File: src/hdl/cpu_cfg.svh
`ifndef CPU_CFG_SVH
`define CPU_CFG_SVH

// Datapath width, also used for the PC
`define CPU_DATA_W 32

// Register file address width, 32 entries
`define CPU_REG_AW 5

// Hardware stack pointer
`define CPU_SP_REG 29
`define CPU_SP_RESET 32'h0000_0C00 // Top of stack after reset

// Slots on the execute side, one credit each
`define CPU_EX_CREDITS 2

`endif

File: src/hdl/isa_pkg.sv
`default_nettype none

package isa_pkg;

	// Field widths
	localparam int OPCODE_W = 6;
	localparam int SHAMT_W  = 5;
	localparam int IMM_I_W  = 16; // I-type immediate
	localparam int IMM_J_W  = 26; // J-type immediate, also the jump target

	// Low bit of each register field
	localparam int RD_LSB    = 21;
	localparam int RS_LSB    = 16;
	localparam int RT_LSB    = 11;
	localparam int SHAMT_LSB = 6;

	// Opcode in instr[31:26], values not listed decode as NOP
	typedef enum logic [OPCODE_W-1:0] {
		OP_ADD    = 6'd0,
		OP_SUB    = 6'd1,
		OP_AND    = 6'd2,
		OP_NAND   = 6'd3,
		OP_XOR    = 6'd4,
		OP_ADDI   = 6'd8,
		OP_ANDI   = 6'd9,
		OP_LW     = 6'd10,
		OP_SW     = 6'd11,
		OP_BRANCH = 6'd12,
		OP_SLL    = 6'd16,
		OP_SRL    = 6'd17,
		OP_PUSH   = 6'd20, // Stack ops
		OP_POP    = 6'd21,
		OP_CALL   = 6'd22,
		OP_RET    = 6'd23,
		OP_JUMP   = 6'd24
	} opcode_e;

	// ALU operand source
	typedef enum logic [1:0] {
		SRC_REGS  = 2'd0, // Both operands from the register file
		SRC_IMM   = 2'd1, // Register or PC, plus immediate
		SRC_SHIFT = 2'd2  // Register plus shamt or stack step
	} alu_src_e;

endpackage

`default_nettype wire

File: src/hdl/pipe_pkg.sv
`default_nettype none

`include "cpu_cfg.svh"

package pipe_pkg;

	// Decoded control, one bit per function
	typedef struct packed {
		logic call;
		logic ret;
		logic branch;
		logic push;
		logic pop;
		logic reg_2_sel;              // Second read from rt, else rd
		logic sign_ext_sel;           // J immediate in place of I immediate
		isa_pkg::alu_src_e alu_src;
		logic reg_write;              // Instruction writes rd
	} dec_ctrl_t;

	// Bundle handed to execute
	typedef struct packed {
		isa_pkg::opcode_e opcode;
		logic [`CPU_REG_AW-1:0] dest;     // Writeback register
		logic [`CPU_DATA_W-1:0] alu_a;
		logic [`CPU_DATA_W-1:0] alu_b;
		logic [`CPU_DATA_W-1:0] mem_data; // Store data
		logic [isa_pkg::IMM_J_W-1:0] jump_target;
		logic [`CPU_DATA_W-1:0] pc;
	} issue_t;

	// Roughly 165 bits in the issue bundle, so it stays flat in the ID/EX register
	// and gets split out again at the top level

endpackage

`default_nettype wire

File: src/hdl/regfile_if.sv
`timescale 1ns/100ps
`default_nettype none

`include "cpu_cfg.svh"

interface regfile_if;

	// Two read ports
	logic [`CPU_REG_AW-1:0] rd_addr_1;
	logic [`CPU_REG_AW-1:0] rd_addr_2;
	logic [`CPU_DATA_W-1:0] rd_data_1;
	logic [`CPU_DATA_W-1:0] rd_data_2;

	// One write port, lands at the clock edge
	logic                   wr_en;
	logic [`CPU_REG_AW-1:0] wr_addr;
	logic [`CPU_DATA_W-1:0] wr_data;

	// Decode side
	modport client (
		output rd_addr_1, rd_addr_2, wr_en, wr_addr, wr_data,
		input  rd_data_1, rd_data_2
	);

	// Storage side
	modport server (
		input  rd_addr_1, rd_addr_2, wr_en, wr_addr, wr_data,
		output rd_data_1, rd_data_2
	);

endinterface

`default_nettype wire

File: src/hdl/decode_control.sv
`timescale 1ns/100ps
`default_nettype none

module decode_control (
	input  isa_pkg::opcode_e    opcode,
	output pipe_pkg::dec_ctrl_t ctrl
);

	import isa_pkg::*;

	always_comb begin
		ctrl = '0; // NOP unless matched below
		ctrl.alu_src = SRC_REGS;

		case (opcode)
			// R-type ALU ops, rs op rt
			OP_ADD, OP_SUB, OP_AND, OP_NAND, OP_XOR: begin
				ctrl.reg_2_sel = 1'b1;
				ctrl.reg_write = 1'b1;
			end

			OP_ADDI, OP_ANDI, OP_LW: begin
				ctrl.alu_src   = SRC_IMM;
				ctrl.reg_write = 1'b1;
			end

			OP_SW: ctrl.alu_src = SRC_IMM; // Address calc, rd read as store data

			OP_BRANCH: begin
				ctrl.alu_src = SRC_IMM;
				ctrl.branch  = 1'b1; // PC plus offset
			end

			// Shifts by shamt
			OP_SLL, OP_SRL: begin
				ctrl.alu_src   = SRC_SHIFT;
				ctrl.reg_write = 1'b1;
			end

			// Stack ops step SP by one
			OP_PUSH: begin
				ctrl.alu_src = SRC_SHIFT;
				ctrl.push    = 1'b1;
			end
			OP_POP: begin
				ctrl.alu_src   = SRC_SHIFT;
				ctrl.pop       = 1'b1;
				ctrl.reg_write = 1'b1; // Popped word goes to rd
			end
			OP_CALL: begin
				ctrl.alu_src = SRC_SHIFT;
				ctrl.call    = 1'b1;
			end
			OP_RET: begin
				ctrl.alu_src = SRC_SHIFT;
				ctrl.ret     = 1'b1;
			end

			OP_JUMP: begin
				ctrl.alu_src      = SRC_IMM;
				ctrl.sign_ext_sel = 1'b1; // 26-bit field
			end

			default: ; // Unassigned opcodes
		endcase
	end

endmodule

`default_nettype wire

File: src/hdl/reg_file.sv
`timescale 1ns/100ps
`default_nettype none

`include "cpu_cfg.svh"

module reg_file (
	input logic clk,
	regfile_if.server rf
);

	localparam int DEPTH = 1 << `CPU_REG_AW;

	// SP gets its reset value through the write port
	logic [`CPU_DATA_W-1:0] regs [DEPTH];

	logic hit_1; // Write to the address on port 1
	logic hit_2;

	always_ff @(posedge clk) begin
		if (rf.wr_en) begin
			regs[rf.wr_addr] <= rf.wr_data;
		end
	end

	assign hit_1 = rf.wr_en && (rf.wr_addr == rf.rd_addr_1);
	assign hit_2 = rf.wr_en && (rf.wr_addr == rf.rd_addr_2);

	// Bypass so a same-cycle write is seen by decode
	assign rf.rd_data_1 = hit_1 ? rf.wr_data : regs[rf.rd_addr_1];
	assign rf.rd_data_2 = hit_2 ? rf.wr_data : regs[rf.rd_addr_2];

endmodule

`default_nettype wire

File: src/hdl/id_unit.sv
`timescale 1ns/100ps
`default_nettype none

`include "cpu_cfg.svh"

module id_unit (
	input  logic                   rst,
	input  logic [`CPU_DATA_W-1:0] instr,
	input  logic [`CPU_DATA_W-1:0] pc,
	input  pipe_pkg::dec_ctrl_t    ctrl,

	// Writeback and stack pop from later stages
	input  logic                   wb_en,
	input  logic [`CPU_REG_AW-1:0] wb_reg,
	input  logic [`CPU_DATA_W-1:0] wb_data,
	input  logic                   pop_en,
	input  logic [`CPU_DATA_W-1:0] pop_data,

	regfile_if.client rf,
	output pipe_pkg::issue_t       issue
);

	import isa_pkg::*;

	localparam logic [`CPU_REG_AW-1:0] SP = `CPU_REG_AW'(`CPU_SP_REG);

	// Instruction fields
	logic [`CPU_REG_AW-1:0] f_rd;
	logic [`CPU_REG_AW-1:0] f_rs;
	logic [`CPU_REG_AW-1:0] f_rt;
	logic [SHAMT_W-1:0]     f_shamt;
	logic [IMM_I_W-1:0]     imm_i;
	logic [IMM_J_W-1:0]     imm_j;

	logic                   sp_update; // Stack op, SP on port 1
	logic [`CPU_DATA_W-1:0] imm_ext;
	logic [`CPU_DATA_W-1:0] shamt_ext;

	assign f_rd    = instr[RD_LSB +: `CPU_REG_AW];
	assign f_rs    = instr[RS_LSB +: `CPU_REG_AW];
	assign f_rt    = instr[RT_LSB +: `CPU_REG_AW];
	assign f_shamt = instr[SHAMT_LSB +: SHAMT_W];
	assign imm_i   = instr[IMM_I_W-1:0];
	assign imm_j   = instr[IMM_J_W-1:0];

	assign sp_update = ctrl.call | ctrl.ret | ctrl.push | ctrl.pop;

	// Read port selection
	assign rf.rd_addr_1 = sp_update ? SP : f_rs;
	assign rf.rd_addr_2 = ctrl.reg_2_sel ? f_rt : f_rd; // rd for stores

	// Sign extension, J field for jumps
	assign imm_ext = ctrl.sign_ext_sel ?
		{{(`CPU_DATA_W-IMM_J_W){imm_j[IMM_J_W-1]}}, imm_j} :
		{{(`CPU_DATA_W-IMM_I_W){imm_i[IMM_I_W-1]}}, imm_i};

	assign shamt_ext = {{(`CPU_DATA_W-SHAMT_W){1'b0}}, f_shamt};

	// ALU operand mux
	always_comb begin
		case (ctrl.alu_src)
			SRC_REGS: begin
				issue.alu_a = rf.rd_data_1;
				issue.alu_b = rf.rd_data_2;
			end
			SRC_IMM: begin
				issue.alu_a = ctrl.branch ? pc : rf.rd_data_1; // Branch target from PC
				issue.alu_b = imm_ext;
			end
			SRC_SHIFT: begin
				issue.alu_a = rf.rd_data_1;
				issue.alu_b = sp_update ? `CPU_DATA_W'(1) : shamt_ext; // SP step of one
			end
			default: begin
				issue.alu_a = '0; // Unused source code
				issue.alu_b = '0;
			end
		endcase
	end

	// Destination, SP for ops that move it here
	assign issue.dest = (ctrl.call | ctrl.ret | ctrl.push) ? SP : f_rd;

	assign issue.opcode      = opcode_e'(instr[`CPU_DATA_W-1 -: OPCODE_W]);
	assign issue.mem_data    = rf.rd_data_2;
	assign issue.jump_target = imm_j;
	assign issue.pc          = pc;

	// Write port arbitration
	always_comb begin
		if (rst) begin
			// SP reload on every reset edge
			rf.wr_en   = 1'b1;
			rf.wr_addr = SP;
			rf.wr_data = `CPU_SP_RESET;
		end else if (pop_en) begin
			rf.wr_en   = 1'b1; // Pop beats normal writeback
			rf.wr_addr = SP;
			rf.wr_data = pop_data;
		end else begin
			rf.wr_en   = wb_en;
			rf.wr_addr = wb_reg;
			rf.wr_data = wb_data;
		end
	end

endmodule

`default_nettype wire

File: src/hdl/issue_credit.sv
`timescale 1ns/100ps
`default_nettype none

`include "cpu_cfg.svh"

module issue_credit (
	input  logic             clk,
	input  logic             rst,

	// Upstream side
	input  logic             instr_valid,
	input  logic             data_hazard,
	output logic             instr_ready,
	input  pipe_pkg::issue_t issue_in,

	// Execute side, credit based
	input  logic             ex_credit,
	output logic             ex_valid,
	output pipe_pkg::issue_t issue_out
);

	localparam int CNT_W = $clog2(`CPU_EX_CREDITS + 1);

	logic [CNT_W-1:0] credits; // Free slots downstream
	logic             accept;

	// Stall on hazard or when downstream is full
	assign instr_ready = (credits != '0) && !data_hazard;
	assign accept      = instr_valid && instr_ready;

	// Credit counter
	always_ff @(posedge clk) begin
		if (rst) begin
			credits <= CNT_W'(`CPU_EX_CREDITS);
		end else begin
			case ({accept, ex_credit})
				2'b10:   credits <= credits - CNT_W'(1); // Spend
				2'b01:   credits <= credits + CNT_W'(1); // Return
				default: ; // Both or neither
			endcase
		end
	end

	// One-cycle valid per accept
	always_ff @(posedge clk) begin
		if (rst) begin
			ex_valid <= 1'b0;
		end else begin
			ex_valid <= accept;
		end
	end

	// ID/EX payload
	always_ff @(posedge clk) begin
		if (accept) begin
			issue_out <= issue_in;
		end
	end

endmodule

`default_nettype wire

File: src/hdl/decode_stage.sv
`timescale 1ns/100ps
`default_nettype none

`include "cpu_cfg.svh"

module decode_stage (
	input  logic                          clk,
	input  logic                          rst,

	// From fetch
	input  logic                          instr_valid,
	output logic                          instr_ready,
	input  logic [`CPU_DATA_W-1:0]        instr,
	input  logic [`CPU_DATA_W-1:0]        pc,
	input  logic                          data_hazard,

	// Writeback and stack pop
	input  logic                          wb_en,
	input  logic [`CPU_REG_AW-1:0]        wb_reg,
	input  logic [`CPU_DATA_W-1:0]        wb_data,
	input  logic                          pop_en,
	input  logic [`CPU_DATA_W-1:0]        pop_data,

	// To execute
	input  logic                          ex_credit,
	output logic                          ex_valid,
	output logic [isa_pkg::OPCODE_W-1:0]  ex_opcode,
	output logic [`CPU_REG_AW-1:0]        ex_dest,
	output logic [`CPU_DATA_W-1:0]        ex_alu_a,
	output logic [`CPU_DATA_W-1:0]        ex_alu_b,
	output logic [`CPU_DATA_W-1:0]        ex_mem_data,
	output logic [isa_pkg::IMM_J_W-1:0]   ex_jump_target,
	output logic [`CPU_DATA_W-1:0]        ex_pc
);

	import isa_pkg::*;
	import pipe_pkg::*;

	opcode_e   id_opcode;
	dec_ctrl_t id_ctrl;
	issue_t    id_issue; // Decoded, combinational
	issue_t    ex_issue; // Registered

	regfile_if rf_bus ();

	assign id_opcode = opcode_e'(instr[`CPU_DATA_W-1 -: OPCODE_W]);

	decode_control u_decode_control (.opcode(id_opcode), .ctrl(id_ctrl));

	reg_file u_reg_file (.clk(clk), .rf(rf_bus.server));

	id_unit u_id_unit (
		.rst(rst), .instr(instr), .pc(pc), .ctrl(id_ctrl),
		.wb_en(wb_en), .wb_reg(wb_reg), .wb_data(wb_data),
		.pop_en(pop_en), .pop_data(pop_data),
		.rf(rf_bus.client), .issue(id_issue)
	);

	issue_credit u_issue_credit (
		.clk(clk), .rst(rst),
		.instr_valid(instr_valid), .data_hazard(data_hazard), .instr_ready(instr_ready),
		.issue_in(id_issue), .ex_credit(ex_credit),
		.ex_valid(ex_valid), .issue_out(ex_issue)
	);

	// Flatten the bundle onto the ex_ ports
	assign ex_opcode      = ex_issue.opcode;
	assign ex_dest        = ex_issue.dest;
	assign ex_alu_a       = ex_issue.alu_a;
	assign ex_alu_b       = ex_issue.alu_b;
	assign ex_mem_data    = ex_issue.mem_data;
	assign ex_jump_target = ex_issue.jump_target;
	assign ex_pc          = ex_issue.pc;

endmodule

`default_nettype wire

File: config.mk
export PLATFORM = sky130hd
export DESIGN_NAME = decode_stage
export DESIGN_NICKNAME = d
export VERILOG_FILES = /design/src/hdl/isa_pkg.sv /design/src/hdl/pipe_pkg.sv /design/src/hdl/regfile_if.sv /design/src/hdl/decode_control.sv /design/src/hdl/reg_file.sv /design/src/hdl/id_unit.sv /design/src/hdl/issue_credit.sv /design/src/hdl/decode_stage.sv
export VERILOG_INCLUDE_DIRS = /design/src /design/src/hdl
export SDC_FILE = /design/constraint.sdc
export NUM_CORES = 2
export LEC_CHECK = 0
export BUFFER_PORTS_ARGS = -buffer_cell sky130_fd_sc_hd__buf_2
export CAP_MARGIN = 20
export CORE_MARGIN = 4
export CORE_UTILIZATION = 35
export DETAILED_ROUTE_END_ITERATION = 6
export PLACE_DENSITY_LB_ADDON = 0.12
export SYNTH_ARGS = -nofsm -noshare
export SYNTH_HDL_FRONTEND = slang
export SYNTH_HIERARCHICAL = 1
export SYNTH_SLANG_ARGS = --single-unit
File: constraint.sdc
create_clock -name clk -period 5.2 [get_ports clk]
set_input_delay 0.52 -clock clk [delete_from_list [all_inputs] [get_ports clk]]
set_output_delay 0.52 -clock clk [all_outputs]
set_load 0.05 [all_outputs]
==> qor.txt <==
clock latency on the worst-skew pair - 0.78 ns
Crit Path Max Fanout - 20
clock skew - 0.0306 ns
power density over the cells - 347 mW/mm^2
number of global-route vias before repair - 36300
Antenna Nets Post-Route - 0
HP Class - in -> reg
critical-path cell list - dlygate4sd3_1 > buf_2 > or2_4 > a2111oi_2 > buf_4 > mux2_2 > and2_4 > buf_4 > a22o_1 > a221oi_1 > o22ai_1 > o41ai_2 > buf_4 > nor2_1 > a311oi_1
Worst setup SP type - input port
core area - 0.163 sq mm
grt total ovfl - 0
max-slew violation count - 0
period utilization - 0.903
Root Buffer - clkbuf_16
average size of a mapped cell - 15.3 sq um
post-CTS setup repair buffer count - 0
die height - 413 um
fmax - 213 MHz
CTS tree - done
crit path time final - 4.69 ns
Crit Path Class - in -> reg
total track usage - 0.241
First DRT Iteration DRCs - 3691
DPL Wire Length - 125000 um
clock-pin slew on the worst setup and hold paths - 0.06 ns
hold_buf cts - 55
nets - 4221
Starting Density - 0.352
Total Wirelength - 211000 um
LEAKAGE - 23.3 nW
Area growth syn-to-layout - 16.4%
# rows - 148
peak supply drop - 0.242 mV
Bufs on Longest Clock Path - 3
Worst path most repeated cell - buf_4
PortBufs - 306
vias per inst - 5.75
Mapped Area - 0.0573 sq mm
final hold violations - 0
post-layout util - 0.410
worst-margin pin slew - 1.08 ns
first drt pass iteration count - 5
Syn Inst Count - 3746
Slowest cell on crit path - o41ai_2
CP bufs+invs - 5
wire per inst - 33.2 um
RSZ-0062 raised after global routing - false
first-pass GRT wire length - 288000 um
YS warnings - 6
Setup crit end kind - flop
H-tree levels - 4
Data arrival, critical path - 5.29 ns
largest net degree at the start of global routing - 102
total CTS buffers - 139
required time of the critical path - 5.80 ns
GPL Wtd Cong - 0.790
Setup TNS Final - 0 ns
# DRC - 0
Syn Nets - 3887
vias - 36600
post_cts resized - 0
CP peak stage delay - 0.64 ns
Maximum Capacitance Violations - 0
crit-path leading delay family - compound AO/OA/AOI/OAI gates
proportion of layout cells with a drive suffix above 1 - 0.214
die area - 0.170 sq mm
die width - 413 um
antenna violations before repair - 4
Final Setup Violations - 0
Ports - 307
status - finished clean
clk sinks - 1192
Slew HR - 0.278
-- metrics by stage --
step	setup slack, ns	instance area, sq um	std cells	power [mW]	hold slack (ns)
finish	0.506	66700	6363	23.1	0.0542
detailed placement	0.284	61900	6057	14.1	0.548
global placement	0.222	61900	6056	14.1	0.550
global route	0.231	66700	6360	23.9	0.0288
floorplan	0.408	57300	3746	13.1	0.519
CTS	0.558	66600	6358	23.3	0.000507
-- cell usage in the layout, fill, tap and decap left out, types with 6 or more instances in the layout --
cell type	count
o41ai_2	64
clkinv_1	33
nand3b_1	6
clkinvlp_4	7
clkbuf_16	146
nor2_4	34
a221oi_2	20
a22oi_1	260
mux2i_1	1065
a21oi_1	128
or3_1	6
a22o_1	160
dlygate4sd3_1	55
clkbuf_1	35
o22ai_1	64
buf_4	160
a221oi_1	108
xor2_1	10
a21o_1	7
a311oi_1	9
buf_12	67
nor2_2	30
nor2_1	28
buf_2	304
clkinv_2	17
nand2b_1	9
edfxtp_1	1189
nand2_1	83
-- layer usage --
metal / wire length [um] / up-vias / GRT usage
li1: - / 15800 / -
met1: 92100 / 19000 / 0.328
met2: 97800 / 1487 / 0.390
met3: 14900 / 320 / 0.0476
met4: 6100 / 0 / 0.0714
met5: 0 / - / 0
-- power by group --
part	leakage (nW)	internal, mW	switching, mW
clock network	2.03	5.23	3.92
logic	11.5	0.974	2.02
registers	9.79	10.9	0.0893
total	23.3	17.1	6.03
-- flip-flops by register name, summed over array words and instances (netlist names) --
register / cells
u_issue_credit/credits: 2
u_issue_credit/ex_valid: 1
u_issue_credit/issue_out: 165
u_reg_file/regs: 1024
-- path summary, 6_finish.rpt --
| kind | from | to | slack [ns] | cells past startpoint |
|---|---|---|---|---|
| setup reg to reg | u_reg_file/regs[29][22] | u_issue_credit/issue_out[112] | 2.55 | 8 |
| hold reg to reg | u_issue_credit/credits[0] | u_issue_credit/credits[0] | 0.57 | 2 |
| hold / removal | instr[26] | u_issue_credit/issue_out[159] | 0.05 | 1 |
| setup / recovery | instr[27] | u_issue_credit/issue_out[112] | 0.51 | 15 |
-- layout make-up --
type / count / area (sq um)
inverter: 2 / 15.0
clock buffer: 180 / 3760
sequential: 1192 / 35800
timing repair buffer: 588 / 4670
clock inverter: 66 / 434
antenna: 3 / 7.51
multi-input combinational: 2157 / 19300
fill: 14800 / 96100
tap: 2175 / 2720
Note: power is estimated with default switching activity, not from simulation.
